--- config.mk ---
export PLATFORM = sky130hd
export DESIGN_NAME = io_regs
export DESIGN_NICKNAME = d
export VERILOG_FILES = /design/src/io_pkg.sv /design/src/io_regs.sv
export SDC_FILE = /design/constraint.sdc
export NUM_CORES = 1
export LEC_CHECK = 0
export BUFFER_PORTS_ARGS = -buffer_cell sky130_fd_sc_hd__buf_2
export CORE_UTILIZATION = 42
export DETAILED_ROUTE_END_ITERATION = 12
export PLACE_DENSITY = 0.75
export SETUP_SLACK_MARGIN = 0.1
export SLEW_MARGIN = 20
export SYNTH_ARGS = -nofsm -noshare
export SYNTH_HDL_FRONTEND = slang
export SYNTH_SLANG_ARGS = --single-unit
--- constraint.sdc ---
create_clock -name sys_clk -period 1.4 [get_ports sys_clk]
set_input_delay 0.14 -clock sys_clk [delete_from_list [all_inputs] [get_ports sys_clk]]
set_output_delay 0.14 -clock sys_clk [all_outputs]
set_load 0.005 [all_outputs]
--- src/io_pkg.sv ---
package io_pkg;

  // data bus
  localparam int unsigned addr_width = 8;
  localparam int unsigned data_width = 16;

  // io register map
  localparam logic [addr_width-1:0] addr_led      = 8'h80; // word write also loads lcd
  localparam logic [addr_width-1:0] addr_lcd      = 8'h81; // upper byte
  localparam logic [addr_width-1:0] addr_gpio     = 8'h82;
  localparam logic [addr_width-1:0] addr_gpio_dir = 8'h83; // 1 drives the pin

  // led matrix geometry
  localparam int unsigned num_rows  = 5;
  localparam int unsigned row_width = 3;

  // row scan timing in sys_clk cycles
  localparam int unsigned scan_period = 40;
  localparam int unsigned gap_on      = 2;  // dark cycles at row start
  localparam int unsigned gap_off     = 8;  // dark cycles before next row
  localparam int unsigned cnt_width   = 16;

endpackage

--- src/io_regs.sv ---
`timescale 1ns/1ns

module io_regs import io_pkg::*; (
  input  logic                  sys_clk,
  input  logic                  rst_n,
  input  logic [addr_width-1:0] dmem_addr,
  input  logic                  dmem_wen,
  input  logic                  dmem_byt,
  input  logic [data_width-1:0] dmem_wdata,
  input  logic [7:0]            gpio_in,
  output logic [data_width-1:0] dmem_rdata,
  output logic [7:0]            io_led,
  output logic [7:0]            io_lcd,
  output logic [7:0]            io_gpio,
  output logic [7:0]            io_gpio_dir
);

  logic [7:0]            wdata_lo;
  logic [7:0]            wdata_hi;
  logic                  wr_led;
  logic                  wr_lcd;
  logic                  wr_gpio;
  logic                  wr_dir;
  logic [addr_width-1:0] dmem_addr_d;
  logic [7:0]            gpio_q;

  assign wdata_lo = dmem_wdata[7:0];
  assign wdata_hi = dmem_wdata[data_width-1:8];

  // write strobes
  assign wr_led  = dmem_wen && (dmem_addr == addr_led);
  assign wr_lcd  = dmem_wen && (dmem_addr == addr_lcd);
  assign wr_gpio = dmem_wen && (dmem_addr == addr_gpio);
  assign wr_dir  = dmem_wen && (dmem_addr == addr_gpio_dir);

  always_ff @(posedge sys_clk or negedge rst_n) begin
    if (!rst_n) begin
      io_led <= 8'd0;
    end else if (wr_led) begin
      io_led <= wdata_lo; // byte and word both hit the led byte
    end
  end

  // lcd takes the high byte of a word write at the led address too
  always_ff @(posedge sys_clk or negedge rst_n) begin
    if (!rst_n) begin
      io_lcd <= 8'd0;
    end else if ((wr_led && !dmem_byt) || wr_lcd) begin
      io_lcd <= wdata_hi;
    end
  end

  always_ff @(posedge sys_clk or negedge rst_n) begin
    if (!rst_n) begin
      io_gpio <= 8'd0;
    end else if (wr_gpio) begin
      io_gpio <= wdata_lo;
    end
  end

  always_ff @(posedge sys_clk or negedge rst_n) begin
    if (!rst_n) begin
      io_gpio_dir <= 8'd0; // all pins released
    end else if (wr_dir) begin
      io_gpio_dir <= wdata_lo;
    end
  end

  // read side runs one cycle behind the address
  always_ff @(posedge sys_clk or negedge rst_n) begin
    if (!rst_n) begin
      dmem_addr_d <= '0;
    end else begin
      dmem_addr_d <= dmem_addr;
    end
  end

  always_ff @(posedge sys_clk or negedge rst_n) begin
    if (!rst_n) begin
      gpio_q <= 8'd0;
    end else begin
      gpio_q <= gpio_in; // pins sampled with the address
    end
  end

  always_comb begin
    case (dmem_addr_d)
      addr_led, addr_lcd:       dmem_rdata = {io_lcd, io_led};
      addr_gpio, addr_gpio_dir: dmem_rdata = {io_gpio_dir, gpio_q};
      default:                  dmem_rdata = '0;
    endcase
  end

endmodule

Yosys cells after proc, flatten, opt, wreduce, memory -nomap -nowiden
Cells that the tools add are included.

Eq/ne operators: 8. Reductions and logical operators: 9. Multiplexer cells: 1.

Operators with widths (number): $eq 8x8->1 const B (8); $pmux 16 s2 (1); $logic_and 1x1->1 (5); $reduce_or 2->1 (2); $logic_not 1->1 (1); $logic_or 1x1->1 (1).

Output and inout bits: 48. Input port bits: 36. Bits in registers: 48. Word-level logic and storage cells: 24.

Depth between registers and ports, before layout
Depth in word-level cells: 4. Mapped depth: 5.

Worst setup path before layout
Ideal clock, no wire load.

Path kind: input to register. Start: input dmem_addr[3]. End: register io_lcd[0]. Setup slack: -246 ps. Stages: 4. Data arrival time: 1521 ps. Setup time: 125 ps. Required time: 1275 ps. Path buffers: 1. Cell sequence: or3_1 -> buf_2 -> a2111oi_4 -> mux2_2.

Word-level cells in the longest chain between the ends: 4. Elaborated cells between the ends (all ways): 6. Those cells by class: 2 x eq/ne; 4 x reduce/logical.

RTL lines: from (decl) (RTL line io_regs.sv:6) `input logic [addr_width-1:0] dmem_addr,`; $eq 8x8->1 (RTL line io_regs.sv:31) `assign wr_led = dmem_wen && (dmem_addr == addr_led);`; $logic_and 1x1->1 (RTL line io_regs.sv:31); $logic_and 1x1->1 (RTL line io_regs.sv:48) `end else if ((wr_led && !dmem_byt) || wr_lcd) begin`; $logic_or 1x1->1 (*) (RTL line io_regs.sv:48); to (signal assigned) (RTL line io_regs.sv:49) `io_lcd <= wdata_hi;`; to (decl) (RTL line io_regs.sv:13) `output logic [7:0] io_lcd,`.

Mark *: on every way between the ends. The rest lies on a longest branch, timed or not. A chain may end at the register's enable or synchronous reset.

Worst setup path after layout
Start: register dmem_addr_d[6]. End: output dmem_rdata[12].

Word-level cells in the longest chain between the ends: 3. Elaborated cells between the ends (all ways): 7. Those cells by class: 4 x eq/ne; 1 x mux; 2 x reduce/logical.

RTL lines: from (decl) (RTL line io_regs.sv:24) `logic [addr_width-1:0] dmem_addr_d;`; from (signal assigned) (RTL line io_regs.sv:74) `dmem_addr_d <= dmem_addr;`; $eq 8x8->1 (RTL line io_regs.sv:87) `case (dmem_addr_d)`; $reduce_or 2->1 (RTL line io_regs.sv:87); $pmux 16 s2 (*) (RTL line io_regs.sv:87); to (decl) (RTL line io_regs.sv:11) `output logic [data_width-1:0] dmem_rdata,`.

Marks and branches as above.

==> insert_results.sql <==
INSERT INTO impl_metrics (metric_group, metric, value, unit) VALUES
('synthesis', 'syn-num-nets', '163', ''),
('placement', 'weighted_congestion_reported_at_the_end_of_routability_driven_placement', '0.683', ''),
('worst_setup_path', 'worst_path_largest_cell_delay', '380', 'ps'),
('synthesis', 'synth_cell_type_count', '15', ''),
('detailed_routing', 'drc_errors', '0', ''),
('clocking', 'cts_sinks', '47', ''),
('run', 'max_cap_violations', '0', ''),
('synthesis', 'syn-instance-count', '127', ''),
('detailed_routing', 'vias_per_cell', '4.94', ''),
('timing', 'timing.final.max_slew_violations', '0', ''),
('timing', 'final.setup.tns', '-3060', 'ps'),
('timing', 'grt_setup_unrepaired', 'yes', ''),
('clocking', 'cts_tree', 'built', ''),
('finish', 'filler_cell_count', '327', ''),
('finish', 'utilization', '67.1', '%'),
('placement', 'io_buffers', '83', ''),
('detailed_routing', 'drt-wirelength-per-cell', '15.7', 'um'),
('timing', 'count_of_endpoints_failing_hold_in_the_final_timing_report', '0', ''),
('worst_setup_path', 'path_cells', 'nor4b_2 -> nand2_2 -> buf_6 -> nor2_1 -> buf_2', ''),
('placement', 'dp_hpwl', '3180', 'um'),
('floorplanning', 'die_area', '4800', 'um2'),
('worst_setup_path', 'critical-path-slowest-cell', 'dfrtp_1', ''),
('synthesis', 'ys_async_sr_fraction', '100', '%'),
('worst_setup_path', 'crit_path_kind', 'reg2out', ''),
('hold_path', 'hold_class', 'in2reg', ''),
('floorplanning', 'dieHeight', '69.3', 'um'),
('detailed_routing', 'detailedRoute.firstPassIterationCount', '4', ''),
('timing', 'final.setup.worst_slack', '-202', 'ps'),
('hold_path', 'worstHoldPathCells', '2', ''),
('detailed_routing', 'dr_wl_met3', '239', 'um'),
('floorplanning', 'fp.coreArea', '4350', 'um2'),
('worst_setup_path', 'cp_data_required_time', '1260', 'ps'),
('floorplanning', 'total_i_o_pin_count', '84', ''),
('synthesis', 'postSynth.topFlopCell', 'dfrtp_1', ''),
('synthesis', 'synth-seq-cells', '47', ''),
('clocking', 'clkTransAtPathRegs', '80', 'ps'),
('synthesis', 'synth_largest_type_area_fraction', '61.8', '%'),
('finish', 'final_design_area_no_fill', '2920', 'um2'),
('clocking', 'tritoncts.num_buffers', '5', ''),
('timing', 'timing.max_slew.rel_slack', '79.0', '%'),
('clocking', 'number_of_h_tree_levels', '2', ''),
('synthesis', 'post_synth_most_frequent_cells', '47 x dfrtp_1, 31 x mux2_2, 17 x nor2_1', ''),
('worst_setup_path', 'path_max_fanout', '7', ''),
('timing', 'fmaxAchievable', '624', 'MHz'),
('worst_setup_path', 'worst_setup_path_start_kind', 'flop', ''),
('run_status', 'run_status', 'complete, but fails checks', ''),
('detailed_routing', 'detailedRoute.firstIterationViolations', '76', ''),
('detailed_routing', 'wirelength_met1', '2050', 'um'),
('synthesis', 'synth_largest_area_cell', 'dfrtp_1', ''),
('synthesis', 'netlist_area', '1900', 'um2'),
('clocking', 'cts.path.max_buffers', '2', ''),
('placement', 'dpl-instance-area', '2540', 'um2'),
('timing', 'setup_violations', '16', ''),
('detailed_routing', 'route.antenna.remaining_nets', '0', ''),
('synthesis', 'synth_enable_flop_cells', '0', ''),
('timing', 'worst_clock_skew', '0', 'ps'),
('synthesis', 'synth.yosys.seq_area_share', '61.8', '%'),
('detailed_routing', 'totalWireLength', '4620', 'um'),
('finish', 'n_antenna_cell', '0', ''),
('grt', 'grt_start_max_net_pins', '35', ''),
('finish', 'layout-area-overhead-vs-synth', '53.6', '%'),
('grt', 'grt_overflow', '0', ''),
('detailed_routing', 'topRoutingLayerUsed', 'met4', ''),
('worst_setup_path', 'timing.rr.start', 'io_led[1]', ''),
('synthesis', 'synth.yosys.warnings', '0', ''),
('run_status', 'violations', 'negative setup slack', ''),
('clocking', 'clk_latency', '280', 'ps'),
('worst_setup_path', 'crit_arrival', '1460', 'ps'),
('timing', 'timing.final.crit_share', '114', '%'),
('power', 'cellPowerDensity', '879', 'nW/um2'),
('timing', 'final.min_clock_period', '1600', 'ps');
-- critical path: cells and delay by family (launching register included) --
kind | cells | cell delay [ps]
AND/OR/NAND/NOR | 3 | 520
flip-flops | 1 | 380
buffers and inverters | 2 | 270
-- state kept, by name, indices dropped and copies added (netlist names) --
signal       flops
io_gpio          8
io_gpio_dir      8
io_led           8
dmem_addr_d      7
io_lcd           8
gpio_q           8
-- power by group --
group	internal [uW]	switching, uW
logic	200	143
clock network	351	406
registers	1430	43.6
-- final timing paths --
check,end,slack [ps]
worst max-delay path,dmem_rdata[12],-200
worst min-delay path,dmem_addr_d[6],70
worst max register to register,io_led[1],600
worst min register to register,io_gpio[2],520
max in group asynchronous,gpio_q[5],630
min in group asynchronous,gpio_q[1],280
-- layout make-up --
type	instances	area, um2	area share [%]
tap	52	65.1	2.23
inverter	2	7.51	0.257
sequential	47	1180	40.2
clock inverter	1	5.00	0.171
timing repair buffer	113	752	25.7
clock buffer	7	76.3	2.61
multi-input combinational	73	841	28.8
-- layer usage --
layer	vias up	global-route usage, %
met3	6	4.65
met2	57	32.7
met4	0	5.67
met1	720	25.2
li1	675	-
met5	-	0
-- metrics by stage --
step	setup slack, ps	std cells	hold WS (ps)
2_1_floorplan	-186	127	-156
3_3_place_gp	-306	269	54.6
3_5_place_dp	-328	269	60.0
4_1_cts	-179	293	56.3
5_1_grt	-311	295	62.7
6_report	-202	295	71.7
-- cells by family after synthesis --
family	Yosys count	share of synthesized area, %
buffers and inverters	7	1.58
muxes	48	27.3
AOI/OAI and AO/OA	1	1.45
DFF	47	61.8
and+or+nand+nor	24	7.82
-- placed cells by master (no fill, tap or decap) --
cell | netlist | routed
buf_2 | 3 | 80
dfrtp_1 | 47 | 47
mux2_4 | 0 | 22
mux2i_1 | 16 | 16
dlygate4sd3_1 | 0 | 14
mux2_2 | 31 | 9
buf_4 | 0 | 9
nor2_1 | 17 | 8
nor2_2 | 0 | 7
buf_6 | 0 | 7
clkbuf_8 | 0 | 5
nor2_4 | 0 | 2
nor4_4 | 2 | 2
inv_1 | 2 | 2
clkbuf_1 | 2 | 2
buf_12 | 0 | 2
nor4b_2 | 0 | 1
nand2_2 | 0 | 1
nand4bb_4 | 0 | 1
or3_4 | 0 | 1
a2111oi_4 | 1 | 1
mux2_1 | 1 | 1
or4_4 | 0 | 1
clkinv_2 | 0 | 1
clkbuf_16 | 0 | 1
-- what timing repair did --
action	4_1_cts	5_1_grt
endpoints found under the hold margin	26	0
hold buffers	14	0
pin swaps	3	4
cloned	0	1
buffers inserted	2	1
setup endpoints to repair	40	34
gates resized for setup	8	28
(Power assumes the default switching activity.)
