===== config.mk =====
export PLATFORM = sky130hd
export DESIGN_NAME = led_matrix_scan
export DESIGN_NICKNAME = d
export VERILOG_FILES = /design/src/io_pkg.sv /design/src/led_matrix_scan.sv
export SDC_FILE = /design/constraint.sdc
export NUM_CORES = 1
export LEC_CHECK = 0
export BUFFER_PORTS_ARGS = -buffer_cell sky130_fd_sc_hd__buf_2
export CAP_MARGIN = 30
export CORE_MARGIN = 2
export CORE_UTILIZATION = 59
export CTS_BUF_LIST = sky130_fd_sc_hd__clkbuf_8
export CTS_CLUSTER_DIAMETER = 50
export DETAILED_ROUTE_END_ITERATION = 6
export PLACE_DENSITY = 0.83
export SKIP_LAST_GASP = 1
export SLEW_MARGIN = 20
export SYNTH_ARGS = -nofsm -noshare
export SYNTH_HDL_FRONTEND = slang
export SYNTH_SLANG_ARGS = --single-unit
export TNS_END_PERCENT = 5

===== constraint.sdc =====
create_clock -name sys_clk -period 3.08 [get_ports sys_clk]
set_clock_uncertainty 0.15 [all_clocks]
set_input_delay 0.154 -clock sys_clk [delete_from_list [all_inputs] [get_ports sys_clk]]
set_output_delay 0.154 -clock sys_clk [all_outputs]
set_load 0.005 [all_outputs]

===== src/io_pkg.sv =====
package io_pkg;

  // data bus
  localparam int unsigned addr_width = 8;
  localparam int unsigned data_width = 16;

  // io register map
  localparam logic [addr_width-1:0] addr_led      = 8'h80; // word write also loads lcd
  localparam logic [addr_width-1:0] addr_lcd      = 8'h81; // upper byte
  localparam logic [addr_width-1:0] addr_gpio     = 8'h82;
  localparam logic [addr_width-1:0] addr_gpio_dir = 8'h83; // 1 drives the pin

  // led matrix geometry
  localparam int unsigned num_rows  = 5;
  localparam int unsigned row_width = 3;

  // row scan timing in sys_clk cycles
  localparam int unsigned scan_period = 40;
  localparam int unsigned gap_on      = 2;  // dark cycles at row start
  localparam int unsigned gap_off     = 8;  // dark cycles before next row
  localparam int unsigned cnt_width   = 16;

endpackage


===== src/led_matrix_scan.sv =====
`timescale 1ns/1ns

module led_matrix_scan import io_pkg::*; (
  input  logic                sys_clk,
  input  logic                rst_n,
  input  logic [7:0]          io_led,
  output logic [num_rows-1:0] led_row,
  output logic [7:0]          led_col
);

  localparam logic [cnt_width-1:0] cnt_last  = cnt_width'(scan_period - 1);
  localparam logic [cnt_width-1:0] lit_start = cnt_width'(gap_on);
  localparam logic [cnt_width-1:0] lit_end   = cnt_width'(scan_period - gap_off);
  localparam logic [row_width-1:0] row_last  = row_width'(num_rows - 1);

  logic [cnt_width-1:0] counter;
  logic [row_width-1:0] row_index;
  logic                 row_lit;

  // per-row cycle counter
  always_ff @(posedge sys_clk or negedge rst_n) begin
    if (!rst_n) begin
      counter <= '0;
    end else if (counter == cnt_last) begin
      counter <= '0;
    end else begin
      counter <= counter + 1'b1;
    end
  end

  // next row when the counter sits at zero
  always_ff @(posedge sys_clk or negedge rst_n) begin
    if (!rst_n) begin
      row_index <= '0;
    end else if (counter == '0) begin
      if (row_index == row_last) begin
        row_index <= '0;
      end else begin
        row_index <= row_index + 1'b1;
      end
    end
  end

  // dark at both ends of a row so neighbours do not ghost
  assign row_lit = (counter >= lit_start) && (counter < lit_end);

  always_comb begin
    led_row = '1; // active low
    if (row_lit) begin
      led_row[row_index] = 1'b0;
    end
  end

  // fixed one-hot on rows 0 to 3, user byte on the last row
  always_comb begin
    case (row_index)
      3'd0:     led_col = 8'b1000_0000;
      3'd1:     led_col = 8'b0100_0000;
      3'd2:     led_col = 8'b0010_0000;
      3'd3:     led_col = 8'b0001_0000;
      row_last: led_col = io_led;
      default:  led_col = 8'b0000_0000;
    endcase
  end

endmodule


After elaboration in Yosys (flattened, before gate mapping)
Cells that the tools add are included. Widths: inputs -> output; s select.

Register bits: 19. Bits of input ports: 10. Output and inout port bits: 13. Logic and storage cells: 24.

Add/sub/neg operators: 2. $lt $le $gt $ge: 4. Equality and inequality tests: 5. Mux-type cells: 6. Bitwise gates (word level): 1. Reduce and logical (&&, ||, !) cells: 4.

Operators by type and width (count): $pmux 8 s5 (1); $add 16x1->16 const B (1); $eq 16x6->1 const B (1); $ge 16x2->1 const B (1); $logic_not 16->1 (1); $lt 16x6->1 const B (1); $mux 16 (1); $eq 3x2->1 const B (2); $mux 5 (1); $not 5->5 (1); $lt 3x4->1 const B (1); $add 3x1->3 const B (1); $demux 1 s3 (1); $eq 3x1->1 const B (1); $eq 3x3->1 const B (1); $ge 3x1->1 const B (1); $logic_not 3->1 (1); $mux 3 (1); $logic_and 1x1->1 (2); $mux 1 (1).

Logic depth before layout (Yosys ltp)
Gate-level depths: netlist of the first run.

Depth after elaboration: 6. Mapped depth: 6. Gate-level depth less buffers: 5.

Worst setup path after synthesis of the first run
Ideal clock, no wire load.

Path kind: flip-flop to output port. Start point: register counter[11]. End point: output port led_row[0]. Data arrival time: 1.327 ns. Required time: 2.776 ns. Slack: 1.449 ns. Stages on the path, launching flop included: 5. Buffers on the path: 0. Path through: dfrtp_1 -> nor4_1 -> nand3_1 -> a211oi_1 -> nand4_1.

Word-level cells in the longest chain between the ends: 3. Elaborated cells between the ends (all ways): 4. Those cells by class: order compare (2); mux (1); reduce/logical (1).

Ends and longest elaborated chain: from (decl) (RTL line led_matrix_scan.sv:16) `logic [cnt_width-1:0] counter;`; from (signal assigned) (RTL line led_matrix_scan.sv:27) `counter <= counter + 1'b1;`; $ge 16x2->1 / $lt 16x6->1 (equally long branches) (RTL line led_matrix_scan.sv:45) `assign row_lit = (counter >= lit_start) && (counter < lit_end);`; $logic_and 1x1->1 * (RTL line led_matrix_scan.sv:45); $mux 5 * (RTL line led_matrix_scan.sv:49) `if (row_lit) begin`; to (decl) (RTL line led_matrix_scan.sv:7) `output logic [num_rows-1:0] led_row,`.

Mark *: on every way between the ends. The rest lies on a longest branch, timed or not.

Worst setup path in the final report of the first run
Start point: register counter[11]. End point: output port led_row[4].

The elaborated chain is that of the path after synthesis.

==> results of run 1 <==
## cells by family after synthesis
kind of cell / share of synthesized area, %
AO/OA/AOI/OAI: 5.33
flip-flops: 45.0
adder cells (fa/ha/maj): 9.48
buffers and inverters: 3.20
AND/OR/NAND/NOR: 23.0
XOR/XNOR: 11.6
multiplexers: 2.37
## flip-flops by register name, indices dropped and copies added (netlist names)
name,flops
counter,16
row_index,3
## worst min path at each step
stage | from | to | cells after the start
detailed placement | rst_n | counter[0] | 1
finish | rst_n | counter[0] | 2
CTS | rst_n | row_index[0] | 2
floorplan | rst_n | counter[0] | 0
global placement | rst_n | counter[0] | 1
global route | rst_n | counter[2] | 2
## where the power goes
group / internal (W) / switching (W)
combinational: 0.00000478 / 0.00000586
clock: 0.0000886 / 0.0000769
sequential: 0.000250 / 0
## routing by layer
layer	part of all wire (%)	wire length (um)	vias up
li1	-	-	417
met1	45	866	385
met2	48	929	30
met3	6.0	117	4
met4	1.2	23	0
met5	0	0	-
## placed cells by master, fill, tap and decap left out, drive strengths merged, types with 2 or more instances in the layout
cell / Yosys / final
nor4: 3 / 3
and3: 6 / 6
nand3: 8 / 8
xnor2: 7 / 7
ha: 8 / 8
nor2: 9 / 9
buf: 0 / 22
inv: 7 / 8
nand2: 6 / 6
and4: 2 / 2
xor2: 7 / 7
o21ai: 2 / 2
nand4: 7 / 7
dfrtp: 19 / 19
clkbuf: 2 / 3
## through the flow
step / setup WS (ns) / instance area [sq um] / total power (W) / util, % / cells
global route: 0.607 / 1240 / 0.000445 / 72.9 / 155
detailed placement: 1.04 / 1190 / 0.000264 / 69.7 / 150
global placement: 1.15 / 1190 / 0.000264 / 69.7 / 150
CTS: 0.751 / 1240 / 0.000429 / 72.9 / 155
floorplan: 1.45 / 1060 / 0.000254 / - / 105
finish: 0.716 / 1240 / 0.000426 / 72.9 / 155
## cell type report
type                            instances  area (sq um)
Clock buffer                            3          41.3
Clock inverter                          1          3.75
Fill cell                             130           463
Inverter                                7          26.3
Multi-Input combinational cell         77           547
Sequential cell                        19           475
Tap cell                               25          31.3
Timing Repair Buffer                   23           120
## critical path, stage by stage, from the launching register on
cell,delay (ns)
dfrtp_1,0.42
nor4_1,0.35
nand3_1,0.21
a211oi_1,0.51
nand4_1,0.16
buf_2,0.15
## timing repair
item,CTS,global route
endpoints found under the setup margin,0,0
endpoints found under the hold margin,19,0
hold buffers,1,0
==> results.md, run 1 <==
* Grt ovf at 0
* CTS Sinks at 19
* Met3 Use GR at 4.71%
* Post-synth top flop: dfrtp_1
* Yosys warnings at 0
* EDFF count, synth at 0
* Count leader, synth: dfrtp_1
* Final HPWL DP at 1430 um
* Max-Cap Viols at 0
* R2r startpoint: counter[11]
* Die area at 2140 sq um
* Busiest grt layer: met2
* Area Overhead vs Synth at 17.9%
* Flop2flop setup slack at 1.22 ns
* Crit path required time at 2.78 ns
* Peak supply drop at 0.000349 V
* Post-CTS Setup Bufs at 0
* Worst Setup End Kind: output pin
* Core ar. at 1710 sq um
* Num CTS Buffers at 3
* HP Class: primary input to async pin
* Clk root buf: clkbuf_8
* First-pass GRT wire length at 3060 um
* Critical path data arrival time at 2.06 ns
* Most frequent cells after synthesis: 19 x dfrtp_1, 9 x nor2_1, 8 x ha_1, 8 x nand3_1
* Ranking of synthesized cells by area: dfrtp_1 45%, ha_1 9.5%, xnor2_1 5.8%
* Initial DRC count at 20
* DRC violations left at 0
* Netlist Area Pre-Place at 1060 sq um
* Syn Nets at 123
* Antenna violations before repair at 0
* Setup violators final at 0
* Clock Pin Slew Worst Setup and Hold Paths at 0.07 ns
* # diodes at 0
* All-Layer GR Usage at 20.5%
* Yosys cell types at 27
* Slew @ Worst Pin at 0.575 ns
* Status: finished clean
* Max Fclk at 423 MHz
* Post-Route WL at 1940 um
* Share of cells above drive strength 1 at 23.1%
* Worst hold slack at 0.216 ns
* RSZ-0062 raised after global routing: no
* Area share of the largest cell type after synthesis at 45.0%
* Detailed-route vias per instance at 5.39
* R2R depth at 4
* Ys async rst share at 100%
* Htree depth at 1
* Num ports at 23
* Initial Utilization at 61.8%
* R2r endpoint: counter[5]
* Final nets at 149
* M2 GR Usage at 35.8%
* Max Root-Sink Buffers at 2
* PwrDens at 342 nW/um^2
* ANT nets after route at 0
* CTS tree: done
* Final Critical Period at 2.36 ns
* CP Launch Type: register
* Final Max Tran Viols at 0
* Synthesized flop and latch total at 19
* Critical Path End: led_row[4]
* FP Rows at 15
* Seq/Total Area, Yosys at 45.0%
* Leakage power at 0.673 nW
* Worst-skew pair later-pin latency at 0.25 ns
* IO buf count at 22
* Crit-path max FO at 5
* Crit path kind: register to output pin
* Crit share post-route at 76.8%
* Met1 usage at 23.9%
* Setup TNS at 0 ns
* DIE WIDTH at 46.3 um
* Vias in the first global route at 746
* Hold Vio Cnt, Final at 0
* # resized after CTS at 0
* Area leader, netlist: dfrtp_1
* Wire per inst at 12.5 um
* CP startpoint: counter[11]
* Drt pass-1 iters at 4
* Pin count of the biggest net entering global routing at 20
* Mapped Cells at 105
* Relative slew slack at 61.4%
* Avg Cell Area, Syn at 10.1 sq um
* GPL Wtd Cong at 0.775
* Via count at 836
* Chip height at 46.3 um
Note: power is estimated with default switching activity, not from simulation.
==> run 2: changes to the inputs <==
--- a/config.mk
+++ b/config.mk
@@ -8,11 +8,11 @@
 export BUFFER_PORTS_ARGS = -buffer_cell sky130_fd_sc_hd__buf_2
 export CAP_MARGIN = 30
 export CORE_MARGIN = 2
-export CORE_UTILIZATION = 59
+export CORE_UTILIZATION = 50
 export CTS_BUF_LIST = sky130_fd_sc_hd__clkbuf_8
 export CTS_CLUSTER_DIAMETER = 50
 export DETAILED_ROUTE_END_ITERATION = 6
-export PLACE_DENSITY = 0.83
+export PLACE_DENSITY = 0.74
 export SKIP_LAST_GASP = 1
 export SLEW_MARGIN = 20
 export SYNTH_ARGS = -nofsm -noshare
==> constraint.sdc (replaced) <==
create_clock -name sys_clk -period 2.1 [get_ports sys_clk]
set_clock_uncertainty 0.15 [all_clocks]
set_input_delay 0.105 -clock sys_clk [delete_from_list [all_inputs] [get_ports sys_clk]]
set_output_delay 0.105 -clock sys_clk [all_outputs]
set_load 0.005 [all_outputs]
==> run 2 against run 1 <==
Effect of this change: sequential share of layout area down 0.90 points; register-to-register slack worse by 1.0 ns; core utilization down 8.6 points; wire length up 3.7%.
==> results.md, run 2 (same netlist as run 1, synthesis figures left out) <==
* Status: finished clean
* Max Fclk at 510 MHz
* Largest Register: counter
* Grt ovf at 0 (unchanged)
* Slowest-stage cell, CP: dfrtp_1
* Peak supply drop at 0.000480 V (+38%)
* Dpl ws at 0.325 ns (-0.712 ns)
* Num CTS Buffers at 3 (unchanged)
* All-Layer GR Usage at 18.2% (-2.3 points)
* Final nets at 151 (+1.3%)
* Crit path required time at 1.85 ns (-0.93 ns)
* Vias in the first global route at 810 (+8.6%)
* Chip height at 50.0 um (+7.9%)
* CTS tree: done
* Drt pass-1 iters at 6 (+2)
* Most common cell after layout, fill and taps aside: buf_2
* Worst path cell trace: nor4_2 -> nand3_1 -> a211oi_2 -> buf_4 -> nand4_1 -> buf_2
* RSZ-0062 raised after global routing: no
* IO buf count at 22 (unchanged)
* PwrDens at 492 nW/um^2 (+44%)
* Crit path kind: register to output pin
* First-pass GRT wire length at 3440 um (+12%)
* Via count at 838 (+0.24%)
* Setup TNS at 0 ns (unchanged)
* Final Max Tran Viols at 0 (unchanged)
* Antenna violations before repair at 0 (unchanged)
* Pin count of the biggest net entering global routing at 20 (unchanged)
* Clk root buf: clkbuf_8
* Wire per inst at 12.6 um (+1.1%)
* Initial DRC count at 19 (-5.0%)
* Detailed-route vias per instance at 5.27 (-2.3%)
* CP Launch Type: register
* HP Class: primary input to async pin
* Fin util at 64.3% (-8.6 points)
* ANT nets after route at 0 (unchanged)
* Crit-path max FO at 5 (unchanged)
* Core ar. at 1980 sq um (+16%)
* Leakage power at 0.684 nW (+1.6%)
* Relative slew slack at 67.6% (+6.2 points)
* Initial Utilization at 53.3% (-8.5 points)
* Critical Path End: led_row[4]
* # diodes at 0 (unchanged)
* Post-Route WL at 2010 um (+3.7%)
* Hold Vio Cnt, Final at 0 (unchanged)
* Max reg flops at 16 (unchanged)
* Max-Cap Viols at 0 (unchanged)
* Setup violators final at 0 (unchanged)
* Critical path data arrival time at 1.70 ns (-0.36 ns)
* Filler instances at 180 (+38%)
* Final worst slack at 0.140 ns (-0.575 ns)
* Worst Setup End Kind: output pin
* R2R depth at 5 (+1)
* Num ports at 23 (unchanged)
* Final Critical Period at 1.96 ns
* GPL Wtd Cong at 0.749 (-3.3%)
* Share of cells above drive strength 1 at 26.5% (+3.4 points)
* Die area at 2500 sq um (+16%)
* Max Root-Sink Buffers at 2 (unchanged)
* Htree depth at 1 (unchanged)
* DRC violations left at 0 (unchanged)
* R2r endpoint: row_index[2]
* Crit share post-route at 93.3%
* Final HPWL DP at 1450 um (+1.1%)
* R2r startpoint: counter[11]
* Slew @ Worst Pin at 0.481 ns (-0.0935 ns)
* Worst stage delay on the critical path at 0.43 ns (-0.08 ns)
* DIE WIDTH at 50.0 um (+7.9%)
* FP Rows at 16 (+1)
* Clock Pin Slew Worst Setup and Hold Paths at 0.07 ns (about the same)
* CTS Sinks at 19 (unchanged)
* Area Overhead vs Synth at 20.7%
* Largest regs: counter (16), row_index (3)
* CP startpoint: counter[11]
* Flop2flop setup slack at 0.21 ns (-1.01 ns)
* Worst-skew pair later-pin latency at 0.25 ns (about the same)
* Most frequent cells in the layout: 22 x buf_2, 19 x dfrtp_1, 9 x nor2_1
run 2: per-layer routing:
| layer | GRT usage [%] | vias up | part of all wire (%) |
|---|---|---|---|
| met2 | 28.9 | 16 | 46 |
| li1 | - | 425 | - |
| met5 | 0 | - | 0 |
| met1 | 24.3 | 395 | 49 |
| met3 | 3.94 | 2 | 3.7 |
| met4 | 6.94 | 0 | 1.2 |
run 2: cell type report:
| class | instances | area, sq um | area share, % |
|---|---|---|---|
| flip-flops and latches | 19 | 475 | 37.3 |
| inverters | 7 | 26.3 | 2.06 |
| well taps | 27 | 33.8 | 2.65 |
| clock buffers | 3 | 41.3 | 3.24 |
| clock inverters | 1 | 5.00 | 0.393 |
| repair buffers | 25 | 135 | 10.6 |
| multi-input cells | 77 | 558 | 43.8 |
run 2: power by group:
group / internal [W] / switching, W / total, W
Sequential: 0.000366 / 0 / 0.000366
Combinational: 0.00000701 / 0.00000860 / 0.0000156
Clock: 0.000132 / 0.000115 / 0.000246
Total: 0.000504 / 0.000123 / 0.000628
run 2: what timing repair did:
action | 4_1_cts | 5_1_grt
buffers inserted | 0 | 1
setup endpoints to repair | 0 | 5
gates resized for setup | 0 | 2
hold endpoints to repair | 19 | 0
hold buffers | 1 | 0
run 2: worst min-delay path by stage:
stage                   endpoint  slack (ns)  cells after the start
floorplan             counter[0]       -0.34                      0
global placement     counter[13]       -0.09                      1
detailed placement  row_index[2]       -0.09                      1
CTS                 row_index[2]        0.17                      2
global route        row_index[2]        0.21                      2
finish              row_index[2]        0.17                      2
run 2: critical path: cells and delay by family (launching register included):
kind,cells,cell delay (ns)
buf+inv,2,0.30
compound gates,1,0.18
simple gates,3,0.55
flops,1,0.43
run 2: through the flow:
| stage | hold slack, ns | instances | instance area [sq um] | power [W] |
|---|---|---|---|---|
| floorplan | -0.341 | 105 | 1060 | 0.000373 |
| global placement | -0.0880 | 153 | 1200 | 0.000387 |
| detailed placement | -0.0856 | 153 | 1200 | 0.000388 |
| CTS | 0.172 | 158 | 1260 | 0.000636 |
| global route | 0.211 | 159 | 1270 | 0.000653 |
| finish | 0.167 | 159 | 1270 | 0.000628 |
